[src/hw/rf_pkg.sv]
//----------------------------------------
// Register file subsystem package
// Sizes, request structs, the power-gate
// sequencer states and timing constants
//----------------------------------------

`default_nettype none

package rf_pkg;

    //----------------------------------------
    // Array geometry
    //----------------------------------------

    // Four entries of 26 bits, matching the 4x26 macro
    localparam int RF_DEPTH  = 4;
    localparam int RF_ADDR_W = 2;
    localparam int RF_DATA_W = 26;

    //----------------------------------------
    // Power chain timing
    //----------------------------------------

    // Cycles the power enable takes to ripple through the macro's
    // power switches and come back out as the echo
    localparam int PG_CHAIN_DELAY = 3;

    //----------------------------------------
    // Request types
    //----------------------------------------

    typedef logic [RF_ADDR_W-1:0] rf_addr_t;
    typedef logic [RF_DATA_W-1:0] rf_data_t;

    // Write port payload, qualified by a separate strobe
    typedef struct packed {
        rf_addr_t addr;
        rf_data_t data;
    } rf_wr_req_t;

    // Read port payload, data comes back one cycle later
    typedef struct packed {
        rf_addr_t addr;
    } rf_rd_req_t;

    //----------------------------------------
    // Power-gate sequencer states
    //----------------------------------------

    // Sleep walks down the list and wake walks back up through
    // POWER_UP and RELEASE, PG_ON is the only state that takes accesses
    typedef enum logic [2:0] {
        PG_ON         = 3'd0,
        // One idle cycle so a read in flight lands before the clamp
        PG_DRAIN      = 3'd1,
        // Output clamp goes on, memory still powered
        PG_ISOLATE    = 3'd2,
        // Power enable dropped, waiting for the chain echo
        PG_POWER_DOWN = 3'd3,
        // Fully off, held here while sleep is requested
        PG_OFF        = 3'd4,
        // Power enable restored, waiting for the echo to clear
        PG_POWER_UP   = 3'd5,
        // Clamp released on the way back to PG_ON
        PG_RELEASE    = 3'd6
    } pg_state_e;

endpackage

`default_nettype wire

[src/hw/rf_array_4x26.sv]
//----------------------------------------
// Storage array for the 4x26 register file
// Registered read port, contents are lost
// while the array power is off
//----------------------------------------

`timescale 1ns/1ps
`default_nettype none

module rf_array_4x26 (
     input  logic               clk
    ,input  logic               rst_n

    // Power state seen at the far end of the power chain
    ,input  logic               array_pwr_off

    ,input  logic               wr_en
    ,input  rf_pkg::rf_wr_req_t wr_req

    ,input  logic               rd_en
    ,input  rf_pkg::rf_rd_req_t rd_req

    ,output rf_pkg::rf_data_t   rd_data
    ,output logic               rd_data_valid
);

    //----------------------------------------
    // Storage
    //----------------------------------------

    // Data words carry no reset, the written flags say what is valid
    rf_pkg::rf_data_t                mem [rf_pkg::RF_DEPTH];
    logic [rf_pkg::RF_DEPTH-1:0]     written;

    // Word as seen by the read port, zero if never written
    rf_pkg::rf_data_t                rd_word;

    always_comb begin
        if (written[rd_req.addr] && !array_pwr_off) begin
            rd_word = mem[rd_req.addr];
        end else begin
            rd_word = '0;
        end
    end

    // Write side, writes while unpowered go nowhere
    always_ff @(posedge clk) begin
        if (wr_en && !array_pwr_off) begin
            mem[wr_req.addr] <= wr_req.data;
        end
    end

    // Written flags drop together as soon as the array loses power
    always_ff @(posedge clk) begin
        if (!rst_n) begin
            written <= '0;
        end else if (array_pwr_off) begin
            written <= '0;
        end else if (wr_en) begin
            written[wr_req.addr] <= 1'b1;
        end
    end

    //----------------------------------------
    // Read port
    //----------------------------------------

    // Data is sampled before this edge's write lands, so a same-edge
    // write and read to one entry returns the old word
    always_ff @(posedge clk) begin
        if (rd_en) begin
            rd_data <= rd_word;
        end
    end

    // One-cycle valid pulse per accepted read
    always_ff @(posedge clk) begin
        if (!rst_n) begin
            rd_data_valid <= 1'b0;
        end else begin
            rd_data_valid <= rd_en;
        end
    end

endmodule

`default_nettype wire

[src/hw/rf_mem_pg_4x26.sv]
//----------------------------------------
// Power-gated 4x26 memory wrapper
// Power chain delay, output isolation clamp
// and the storage array
//----------------------------------------

`timescale 1ns/1ps
`default_nettype none

module rf_mem_pg_4x26 (
     input  logic               clk
    ,input  logic               rst_n

    ,input  logic               wr_en
    ,input  rf_pkg::rf_wr_req_t wr_req

    ,input  logic               rd_en
    ,input  rf_pkg::rf_rd_req_t rd_req

    ,output rf_pkg::rf_data_t   rdata
    ,output logic               rdata_valid

    // Power interface, pwr_enable_b high means off
    ,input  logic               isol_en
    ,input  logic               pwr_enable_b_in
    ,output logic               pwr_enable_b_out
);

    //----------------------------------------
    // Power chain
    //----------------------------------------

    // The macro's power switches are daisy chained, the enable walks
    // through them one stage per cycle before the echo comes back
    logic [rf_pkg::PG_CHAIN_DELAY-1:0] pwr_chain;
    logic                              array_pwr_off;

    always_ff @(posedge clk) begin
        if (!rst_n) begin
            pwr_chain <= '0;
        end else begin
            pwr_chain <= {pwr_chain[rf_pkg::PG_CHAIN_DELAY-2:0], pwr_enable_b_in};
        end
    end

    // Last stage is both the echo and the array's own view of power
    assign array_pwr_off    = pwr_chain[rf_pkg::PG_CHAIN_DELAY-1];
    assign pwr_enable_b_out = array_pwr_off;

    //----------------------------------------
    // Storage array
    //----------------------------------------

    rf_pkg::rf_data_t arr_rd_data;
    logic             arr_rd_valid;

    rf_array_4x26 u_array (
         .clk           (clk)
        ,.rst_n         (rst_n)
        ,.array_pwr_off (array_pwr_off)
        ,.wr_en         (wr_en)
        ,.wr_req        (wr_req)
        ,.rd_en         (rd_en)
        ,.rd_req        (rd_req)
        ,.rd_data       (arr_rd_data)
        ,.rd_data_valid (arr_rd_valid)
    );

    //----------------------------------------
    // Output hold and isolation
    //----------------------------------------

    // Isolation is taken through a flop at the macro boundary
    logic             isol_q;
    // Last delivered read word, kept between reads
    rf_pkg::rf_data_t rdata_hold;
    rf_pkg::rf_data_t rdata_raw;

    always_ff @(posedge clk) begin
        if (!rst_n) begin
            isol_q     <= 1'b0;
            rdata_hold <= '0;
        end else begin
            isol_q <= isol_en;
            if (arr_rd_valid) begin
                rdata_hold <= arr_rd_data;
            end
        end
    end

    // Fresh data passes straight through in its valid cycle
    assign rdata_raw   = arr_rd_valid ? arr_rd_data : rdata_hold;

    // Clamp to zero so nothing floats out of an unpowered macro
    assign rdata       = isol_q ? '0 : rdata_raw;
    assign rdata_valid = arr_rd_valid;

endmodule

`default_nettype wire

[src/hw/rf_pg_ctrl.sv]
//----------------------------------------
// Power-gate sequencer
// Drains, isolates and powers the memory
// down on sleep, and reverses it on wake
//----------------------------------------

`timescale 1ns/1ps
`default_nettype none

module rf_pg_ctrl (
     input  logic clk
    ,input  logic rst_n

    // Sleep request is a level, held for as long as sleep is wanted
    ,input  logic sleep_req

    // Raw access strobes from the requester
    ,input  logic we
    ,input  logic re

    // Power chain echo from the wrapper, high once fully off
    ,input  logic pwr_ack_b

    ,output logic busy
    ,output logic wr_en
    ,output logic rd_en
    ,output logic isol_en
    ,output logic pwr_enable_b
);

    //----------------------------------------
    // State register
    //----------------------------------------

    rf_pkg::pg_state_e state_q;
    rf_pkg::pg_state_e state_d;

    always_ff @(posedge clk) begin
        if (!rst_n) begin
            state_q <= rf_pkg::PG_ON;
        end else begin
            state_q <= state_d;
        end
    end

    //----------------------------------------
    // Next state
    //----------------------------------------

    always_comb begin
        state_d = state_q;
        case (state_q)
            rf_pkg::PG_ON: begin
                if (sleep_req) begin
                    state_d = rf_pkg::PG_DRAIN;
                end
            end
            // Single cycle, lets the last accepted read come out unclamped
            rf_pkg::PG_DRAIN: begin
                state_d = rf_pkg::PG_ISOLATE;
            end
            rf_pkg::PG_ISOLATE: begin
                state_d = rf_pkg::PG_POWER_DOWN;
            end
            // Echo high means every switch in the chain is open
            rf_pkg::PG_POWER_DOWN: begin
                if (pwr_ack_b) begin
                    state_d = rf_pkg::PG_OFF;
                end
            end
            rf_pkg::PG_OFF: begin
                if (!sleep_req) begin
                    state_d = rf_pkg::PG_POWER_UP;
                end
            end
            // Wait for the whole chain to report power restored
            rf_pkg::PG_POWER_UP: begin
                if (!pwr_ack_b) begin
                    state_d = rf_pkg::PG_RELEASE;
                end
            end
            rf_pkg::PG_RELEASE: begin
                state_d = rf_pkg::PG_ON;
            end
            // Unused encoding, recover to the operating state
            default: begin
                state_d = rf_pkg::PG_ON;
            end
        endcase
    end

    //----------------------------------------
    // Power and isolation controls
    //----------------------------------------

    // Both outputs are decoded from the next state and registered,
    // so they change on the edge that enters the state
    always_ff @(posedge clk) begin
        if (!rst_n) begin
            isol_en      <= 1'b0;
            pwr_enable_b <= 1'b0;
        end else begin
            // Clamp on from ISOLATE through POWER_UP, off again in RELEASE
            isol_en      <= state_d inside {rf_pkg::PG_ISOLATE,
                                            rf_pkg::PG_POWER_DOWN,
                                            rf_pkg::PG_OFF,
                                            rf_pkg::PG_POWER_UP};
            // Power is removed only across POWER_DOWN and OFF
            pwr_enable_b <= state_d inside {rf_pkg::PG_POWER_DOWN,
                                            rf_pkg::PG_OFF};
        end
    end

    //----------------------------------------
    // Access gating
    //----------------------------------------

    // Accesses are only taken while fully on, anything else is dropped
    assign busy  = (state_q != rf_pkg::PG_ON);
    assign wr_en = we && !busy;
    assign rd_en = re && !busy;

endmodule

`default_nettype wire

[src/hw/rf_subsys_top.sv]
//----------------------------------------
// Power-gated register file subsystem
// Sequencer plus the 4x26 memory wrapper
//----------------------------------------

`timescale 1ns/1ps
`default_nettype none

module rf_subsys_top (
     input  logic               clk
    ,input  logic               rst_n

    // Sleep control
    ,input  logic               sleep_req

    // Write port
    ,input  logic               we
    ,input  rf_pkg::rf_wr_req_t wr_req

    // Read port
    ,input  logic               re
    ,input  rf_pkg::rf_rd_req_t rd_req

    ,output rf_pkg::rf_data_t   rdata
    ,output logic               rdata_valid

    // Status
    ,output logic               busy
    ,output logic               pwr_off
);

    //----------------------------------------
    // Internal connections
    //----------------------------------------

    // Strobes after qualification by the sequencer
    logic wr_en;
    logic rd_en;

    // Power controls toward the wrapper and the echo coming back
    logic isol_en;
    logic pwr_enable_b;
    logic pwr_enable_b_out;

    rf_pg_ctrl u_pg_ctrl (
         .clk          (clk)
        ,.rst_n        (rst_n)
        ,.sleep_req    (sleep_req)
        ,.we           (we)
        ,.re           (re)
        ,.pwr_ack_b    (pwr_enable_b_out)
        ,.busy         (busy)
        ,.wr_en        (wr_en)
        ,.rd_en        (rd_en)
        ,.isol_en      (isol_en)
        ,.pwr_enable_b (pwr_enable_b)
    );

    rf_mem_pg_4x26 u_mem (
         .clk              (clk)
        ,.rst_n            (rst_n)
        ,.wr_en            (wr_en)
        ,.wr_req           (wr_req)
        ,.rd_en            (rd_en)
        ,.rd_req           (rd_req)
        ,.rdata            (rdata)
        ,.rdata_valid      (rdata_valid)
        ,.isol_en          (isol_en)
        ,.pwr_enable_b_in  (pwr_enable_b)
        ,.pwr_enable_b_out (pwr_enable_b_out)
    );

    // The echo doubles as the externally visible power-off status
    assign pwr_off = pwr_enable_b_out;

endmodule

`default_nettype wire

[config.mk]
export PLATFORM = sky130hd
export DESIGN_NAME = rf_subsys_top
export DESIGN_NICKNAME = d
export VERILOG_FILES = /design/src/hw/rf_pkg.sv /design/src/hw/rf_array_4x26.sv /design/src/hw/rf_mem_pg_4x26.sv /design/src/hw/rf_pg_ctrl.sv /design/src/hw/rf_subsys_top.sv
export SDC_FILE = /design/constraint.sdc
export NUM_CORES = 1
export LEC_CHECK = 0
export BUFFER_PORTS_ARGS = -buffer_cell sky130_fd_sc_hd__buf_4
export CORE_MARGIN = 10
export CORE_UTILIZATION = 40
export DETAILED_ROUTE_END_ITERATION = 8
export PLACE_DENSITY = 0.68
export SYNTH_ARGS = -nofsm -noshare
export SYNTH_HDL_FRONTEND = slang
export SYNTH_SLANG_ARGS = --single-unit
[constraint.sdc]
create_clock -name clk -period 7.9 [get_ports clk]
set_input_delay 1.185 -clock clk [delete_from_list [all_inputs] [get_ports clk]]
set_output_delay 1.185 -clock clk [all_outputs]
set_load 0.01 [all_outputs]
After elaboration in Yosys (flattened, before gate mapping). Memory sizes are Yosys's and may differ from the RTL's. A register that Yosys moved wholly into a read port is not among the register bits. Cells that the tools add are included. Widths: inputs -> output; s select.

Order comparisons: 3. Equality and inequality tests: 9. Multiplexer cells: 13. Bitwise operators: 2. Reduce and logical (&&, ||, !) cells: 13.

Operator list (number): $mux 26 (2); $pmux 3 s6 (1); $eq 3x2->1 const B (4); $eq 3x3->1 const B (4); $mux 3 (4); $lt 2x3->1 const B (2); $logic_and 1x1->1 (5); $mux 1 (4); $or 4x4->4 (1); $reduce_bool 4->1 (1); $eq 3x1->1 const B (1); $logic_not 1->1 (3); $logic_not 3->1 (1); $reduce_bool 3->1 (1); $bmux 1 s2 (1); $demux 1 s2 (1); $ge 2x1->1 const B (1); $reduce_bool 2->1 (1); $reduce_or 2->1 (1); $not 1->1 (1).

Register bits after elaboration: 40. RAM bits: 104. Output and inout bits: 29. Memories kept: 1.

Memory list: u_mem.u_array.mem (depth 4, bits a word 26, read ports 1, clocked after memory_dff 1, write ports 1, RTL line rf_array_4x26.sv:32) `rf_pkg::rf_data_t mem [rf_pkg::RF_DEPTH];`.

Logic depth before layout (Yosys ltp). Gate-level depths: netlist (run 1).

Word-level depth: 6. Gate-level depth with buffers: 5.

Hierarchy. Synthesis (run 1) repeated with hierarchy kept, for this count alone.

Cell total of the unflattened synthesis: 368. Area total of the unflattened synthesis: 6424.9 um^2.

Modules (own cells, without submodules): rf_array_4x26 (times used 1, cells each 217, area an instance 4949.7 um^2, sequential area each 4003.8 um^2); rf_mem_pg_4x26 (times used 1, cells each 121, area an instance 1222.4 um^2, sequential area each 600.6 um^2); rf_pg_ctrl (times used 1, cells each 30, area an instance 252.7 um^2, sequential area each 100.1 um^2).

Worst setup path after synthesis (run 1). OpenSTA, ideal clock, no wires.

Kind: in2reg. Start: input we. End: memory u_mem.u_array.mem[0][0] (netlist name), enable pin. Setup time: 442 ps. Arrival: 3130 ps. Setup slack: 4328 ps. Stages on the path: 2. Cell sequence: nand3b_1 > nor3_1.

Word-level cells in the longest chain between the ends: 4.

RTL lines: start, declared (RTL line rf_subsys_top.sv:17) `,input logic we`; $logic_and 1x1->1 (RTL line rf_pg_ctrl.sv:120) `assign wr_en = we && !busy;`; $logic_and 1x1->1 (RTL line rf_array_4x26.sv:48) `if (wr_en && !array_pwr_off) begin`; $mux 1 (RTL line rf_array_4x26.sv:48); $mux 1 (implied by the code) (RTL line rf_array_4x26.sv:49) `mem[wr_req.addr] <= wr_req.data;`; end, declared (RTL line rf_array_4x26.sv:32).

Every way passes these cells.

Worst setup path after layout (run 1).
Start: register u_mem.isol_q. End: output rdata[24].

Word-level cells in the longest chain between the ends: 1.

RTL lines: start, declared (RTL line rf_mem_pg_4x26.sv:74) `logic isol_q;`; start signal, assigned (RTL line rf_mem_pg_4x26.sv:84) `isol_q <= isol_en;`; $mux 26 (RTL line rf_mem_pg_4x26.sv:95) `assign rdata = isol_q ? '0 : rdata_raw;`; end, declared (RTL line rf_subsys_top.sv:24) `,output rf_pkg::rf_data_t rdata`.

Every way passes these cells.

==> results of run 1 <==
## power breakdown
group	switching [mW]	internal (mW)	total [mW]
combinational	0.0711	0.0640	0.135
clock	0.325	0.423	0.748
sequential	0.0132	1.00	1.02
## metrics by stage
step,std cells,hold WS (ps)
finish,666,436
global placement,634,420
global route,666,447
CTS,666,438
floorplan,370,412
detailed placement,634,425
## final cells by class
cell class,count,share of cell area [%]
multi-input cells,179,20.8
flip-flops and latches,170,61.7
clock inverters,11,1.13
clock buffers,21,6.04
well taps,216,3.55
inverters,1,0.0492
repair buffers,68,6.70
## metal layers
metal,global-route usage (%),share of wire (%),up-vias,wire length (µm)
li1,-,-,1510,-
met4,4.80,1.5,0,161
met5,0,0,-,0
met1,12.7,45,1528,4950
met2,16.2,49,49,5390
met3,3.21,3.7,12,404
## cell families (layout without fill, tap and decap cells)
family,count (synthesis),after routing,synth area share (%)
flip-flops,170,170,73.7
multiplexers,55,55,13.8
AO/OA/AOI/OAI,13,13,1.53
AND/OR/NAND/NOR,111,111,9.37
buffers and inverters,21,101,1.65
## worst paths after layout
kind / from / end / depth (start not counted)
worst max-delay path: u_mem.isol_q / rdata[24] / 2
worst min-delay path: u_mem.pwr_chain[0] / u_mem.pwr_chain[1] / 1
worst max register to register: u_pg_ctrl.state_q[2] / u_mem.u_array.rd_data[7] / 2
worst min register to register: u_mem.pwr_chain[0] / u_mem.pwr_chain[1] / 1
## cell usage in the layout, fill, tap and decap left out, drive strengths merged
cell type and n:
clkbuf 21, a22oi 1, and3 3, a21boi 2, mux2i 27, nor2b 58, clkinv 4, nand3 2
inv 6, nor2 31, and2 5, mux2 2, buf 68, o31ai 1, a31oi 1, a21o 1
nand3b 1, a21oi 1, dfxtp 40, nand2b 3, o311a 1, clkinvlp 2, nand2 6, mux4 26
nor3 2, o21ai 5, edfxtp 130
## sequential cells by signal (all words and copies together) (netlist names), 3 cells and up
register / count
u_mem.pwr_chain: 3
u_mem.u_array.mem: 104
u_mem.u_array.rd_data: 26
u_mem.rdata_hold: 26
u_pg_ctrl.state_q: 3
u_mem.u_array.written: 4
==> out/metrics.yaml, run 1 <==
run_status:
  outcome: "complete, no violations"
yosys:
  synth_area_leaders: "edfxtp_1 61%, dfxtp_1 13%, mux4_2 9.2%, nor2b_1 5.7%, mux2i_1 4.2%"
  yosys_most_used_dff: "edfxtp_1"
  syn_area_um2: 6380
  ys_ff_latch: 170
  synth_common_cells: "130 x edfxtp_1, 58 x nor2b_1, 40 x dfxtp_1"
  seq_area_frac_synth_pct: 73.7
  synth_top_area_cell: "edfxtp_1"
  syn_inst: 370
  syn_area_per_cell_um2: 17.3
  synth_edf_count: 130
  ys_types: 27
  post-synth-top-count-cell: "edfxtp_1"
  yosysTopAreaCellShare_pct: 61.2
  yosysWarnings: 0
  syn_nets: 405
  async_flop_share_pct: 0
floorplan:
  pin_count: 64
  rows: 46
  dieArea_um2: 21400
  core_um2: 15800
  die_y_um: 146
  die_w_um: 146
  start_util_pct: 40.5
power_and_ir_drop:
  total_power_mw: 1.90
  powerDensity_nw_per_um2: 249
  peakVddDrop_v: 0.000135
  leakage_nw: 2.68
drt:
  drt-pass1-iter-count: 4
  vias: 3099
  via_per_inst: 4.65
  wl_mm: 10.9
  drtIter0Drc: 222
  wire_per_inst_um: 16.4
  drc: 0
  ant_nets: 0
critical_path:
  required_ps: 6710
  path_delay_family: "flip-flops"
  worstPathBufferInverterCount: 1
  end_kind: "output port"
  worstSetupPathType: "reg -> out"
  regToRegSetupSlack_ps: 5720
  slowest_stage: "dfxtp_1"
  critPathLaunchType: "flip-flop"
  path_max_fanout: 26
  max_stage_delay_ps: 910
  cp.arrival_ps: 1700
  crit_chain: "nor2_1 -> buf_4"
placement:
  portBuffers: 63
  place_area_um2: 7080
  dp_hpwl_mm: 7.22
  post-place-ws_ps: 4950
  globalplace.congestion: 0.711
clocking:
  cts.repair.resized: 0
  numCtsBuffers: 17
  clk_pin_slew_ps: 60
  cts_htree_levels: 4
  clkLatencyLatePin_ps: 410
  cts_buffer_depth: 2
  cts-root-buf: "clkbuf_16"
  clock-sinks: 170
  ctsHoldBuffers: 0
  tritoncts: "yes"
  post_cts_buffers: 0
global_route:
  overflow: 0
  track_usage_pct: 10.3
  antenna_found_initial: 0
  grt_pass1_wl_mm: 17.3
  grt_max_degree: 38
  grt_pass1_vias: 3163
timing:
  fmax_mhz: 347
  tns_ps: 0
  final.setup.worst_slack_ps: 5020
  rsz0062_at_grt: "false"
  worst_clock_skew_ps: 7.65
  worst_pin_slew_ps: 1070
  layout_min_cycle_time_ps: 2880
  drv_slew: 0
  finalSetupViolCount: 0
  relSlewSlack_pct: 28.7
  period_share_pct: 36.5
  final_hold_viol_count: 0
finish:
  multi_input_area_um2: 1590
  post-route-util_pct: 48.3
  finalNetCount: 472
  fin_area_um2: 7620
  area.growth.synth_to_final_pct: 19.4
  n_antenna_cell: 0
  drive_gt1_share_pct: 29.1
  nFillCells: 1350
  regArea_um2: 4700
min_path:
  hold_class: "reg -> reg"
flow_run:
  drv_cap: 0
Note: power is estimated with default switching activity, not from simulation.
==> inputs of run 2 (changes only) <==
--- a/config.mk
+++ b/config.mk
@@ -5,11 +5,12 @@
 export SDC_FILE = /design/constraint.sdc
 export NUM_CORES = 1
 export LEC_CHECK = 0
+export ABC_AREA = 1
 export BUFFER_PORTS_ARGS = -buffer_cell sky130_fd_sc_hd__buf_4
 export CORE_MARGIN = 10
 export CORE_UTILIZATION = 40
 export DETAILED_ROUTE_END_ITERATION = 8
-export PLACE_DENSITY = 0.68
+export PLACE_DENSITY = 0.7
 export SYNTH_ARGS = -nofsm -noshare
 export SYNTH_HDL_FRONTEND = slang
 export SYNTH_SLANG_ARGS = --single-unit
==> constraint.sdc (replaced) <==
create_clock -name clk -period 2.5 [get_ports clk]
set_input_delay 0.375 -clock clk [delete_from_list [all_inputs] [get_ports clk]]
set_output_delay 0.375 -clock clk [all_outputs]
set_load 0.01 [all_outputs]
==> run 2 against run 1 <==
Area after synthesis grew 1.9%. Clock skew shrank 2.3 ps. Setup slack lost 4600 ps. Global-route usage grew 2.1 points. Largest power group unchanged. Sequential cell count is the same.
==> out/metrics.yaml, run 2 <==
clocking:
  numCtsBuffers: 17  # unchanged
  cts-root-buf: "clkbuf_16"
  clock-sinks: 170  # unchanged
  cts_htree_levels: 4  # unchanged
  post_cts_buffers: 0  # unchanged
  clkLatencyLatePin_ps: 420  # about the same
  cts_buffer_depth: 2  # unchanged
  ctsHoldBuffers: 0  # unchanged
  clk_pin_slew_ps: 60  # about the same
  tritoncts: "yes"
  cts.repair.resized: 0  # unchanged
floorplan:
  dieArea_um2: 21800  # +1.6%
  start_util_pct: 40.9  # +0.46 points
  die_w_um: 148  # +0.81%
  pin_count: 64  # unchanged
  rows: 46  # unchanged
  core_um2: 15900  # +0.73%
  die_y_um: 148  # +0.81%
critical_path:
  crit_chain: "buf_12 -> mux2i_1 -> nor2_1 -> buf_4"
  slowest_stage: "dfxtp_1"
  required_ps: 2120  # -4590 ps
  max_stage_delay_ps: 500  # -410 ps
  cp.arrival_ps: 1660  # -40 ps
  path_max_fanout: 23  # -12%
  worstSetupPathType: "reg -> out"
  end_kind: "output port"
  critPathLaunchType: "flip-flop"
min_path:
  hold_class: "in -> reg"
yosys:
  synth-simple-area-share_pct: 11.9  # +2.6 points
  synth_compound_area_share_pct: 8.02  # +6.5 points
  yosysTopAreaCellShare_pct: 60.0  # -1.1 points
  post-synth-top-count-cell: "nor2_1"
  synth_xor_area_share_pct: 0  # unchanged
  syn_nets: 564  # +39%
  seq_area_frac_synth_pct: 72.3  # -1.4 points
  synth_common_cells: "168 x nor2_1, 130 x edfxtp_1, 48 x o21ai_0"
  synth_top_area_cell: "edfxtp_1"
  syn_area_per_cell_um2: 12.3  # -29%
  yosysWarnings: 0  # unchanged
  muxShareOfSynthArea_pct: 4.00  # -9.8 points
  syn_inst: 529  # +43%
  synth_area_leaders: "edfxtp_1 60%, dfxtp_1 12%, nor2_1 9.7%, mux2i_1 4.0%, o21ai_0 3.7%"
  async_flop_share_pct: 0  # unchanged
  synth_top_family_by_area: "simple AND/OR/NAND/NOR gates"
  synth_fa_ha_area_share_pct: 0  # unchanged
  synth_edf_count: 130  # unchanged
  yosys_most_used_dff: "edfxtp_1"
  ys_ff_latch: 170  # unchanged
  ys_types: 25  # -7.4%
  syn_area_um2: 6500  # +1.9%
timing:
  finalSetupViolCount: 0  # unchanged
  layout_min_cycle_time_ps: 2040
  worst_clock_skew_ps: 5.34  # -2.31 ps
  worst_pin_slew_ps: 910  # -159 ps
  tns_ps: 0  # unchanged
  relSlewSlack_pct: 39.3  # +11 points
  final_hold_viol_count: 0  # unchanged
  rsz0062_at_grt: "false"
  period_share_pct: 81.5
  drv_slew: 0  # unchanged
  fmax_mhz: 491
finish:
  multi_input_area_um2: 1570  # -1.0%
  regArea_um2: 4700  # unchanged
  final_cell_mix: "163 x nor2_1, 130 x edfxtp_1, 71 x buf_4"
  regMostFlops: "u_mem.u_array.mem"
  post-route-util_pct: 48.4  # +0.083 points
  top_regs: "u_mem.u_array.mem x104, u_mem.rdata_hold x26, u_mem.u_array.rd_data x26"
  finalNetCount: 628  # +33%
  final_common_cell: "nor2_1"
  largest_reg_flops: 104  # unchanged
  nFillCells: 1408  # +4.3%
  area.growth.synth_to_final_pct: 18.3
  n_antenna_cell: 0  # unchanged
  drive_gt1_share_pct: 20.7  # -8.4 points
flow_run:
  drv_cap: 0  # unchanged
drt:
  vias: 4018  # +30%
  wire_per_inst_um: 16.2  # -1.2%
  drtIter0Drc: 280  # +26%
  drc: 0  # unchanged
  via_per_inst: 4.89  # +5.2%
  ant_nets: 0  # unchanged
  wl_mm: 13.3  # +22%
  drt-pass1-iter-count: 5  # +1
global_route:
  grt_max_degree: 53  # +39%
  antenna_found_initial: 0  # unchanged
  overflow: 0  # unchanged
  grt_pass1_wl_mm: 21.2  # +23%
  track_usage_pct: 12.4  # +2.1 points
  grt_pass1_vias: 4057  # +28%
run_status:
  outcome: "complete, no violations"
placement:
  dp_hpwl_mm: 8.53  # +18%
  portBuffers: 63  # unchanged
  globalplace.congestion: 0.724  # +1.8%
power_and_ir_drop:
  leakage_nw: 2.82  # +5.3%
  powerDensity_nw_per_um2: 844  # +240%
  peakVddDrop_v: 0.000551  # +310%
[run 2: path summary, 6_finish.rpt]
path                                from                        to  slack (ps)  cells past startpoint
min reg2reg            u_pg_ctrl.isol_en              u_mem.isol_q         410                      2
min                           wr_req[22]  u_mem.u_array.mem[0][22]         150                      1
max reg2reg         u_pg_ctrl.state_q[1]  u_mem.u_array.mem[1][21]         650                      6
max          u_mem.u_array.rd_data_valid                  rdata[7]         460                      4
[run 2: per-layer routing]
metal / track usage, % / vias up / wire length (µm)
li1: - / 1953 / -
met1: 15.0 / 1933 / 6050
met2: 20.4 / 120 / 6420
met3: 3.27 / 12 / 617
met4: 5.50 / 0 / 191
met5: 0 / - / 0
[run 2: area by class of cell]
cell class | instances | area share (%)
clock buffer | 21 | 5.73
clock inverter | 10 | 1.02
inverter | 19 | 0.960
multi-input combinational | 313 | 20.4
sequential | 170 | 61.2
tap | 216 | 3.51
timing repair buffer | 72 | 7.19
[run 2: where the power goes]
part	leakage [nW]	switching, mW	internal (mW)
sequential	1.53	0.0936	3.30
clock	0.245	0.981	1.34
combinational	1.05	0.488	0.286
[run 2: cells by family after synthesis]
group	count (synthesis)
flops	170
mux	26
buf+inv	46
compound gates	88
simple gates	199
[run 2: stage by stage]
stage / hold slack [ps] / worst slack (ps) / cells / power [mW] / area, µm²
global placement: 398 / 735 / 790 / 4.20 / 7170
global route: 141 / 322 / 821 / 6.76 / 7690
finish: 152 / 461 / 821 / 6.49 / 7690
detailed placement: 399 / 660 / 790 / 4.24 / 7170
CTS: 139 / 431 / 821 / 6.54 / 7690
floorplan: 390 / 117 / 529 / 3.89 / 6500
[run 2: critical path, delay by kind of cell (launching register included)]
kind                   cells  cell delay, ps
flip-flops                 1             500
multiplexers               1             270
AND/OR/NAND/NOR            1              70
buffers and inverters      2             390
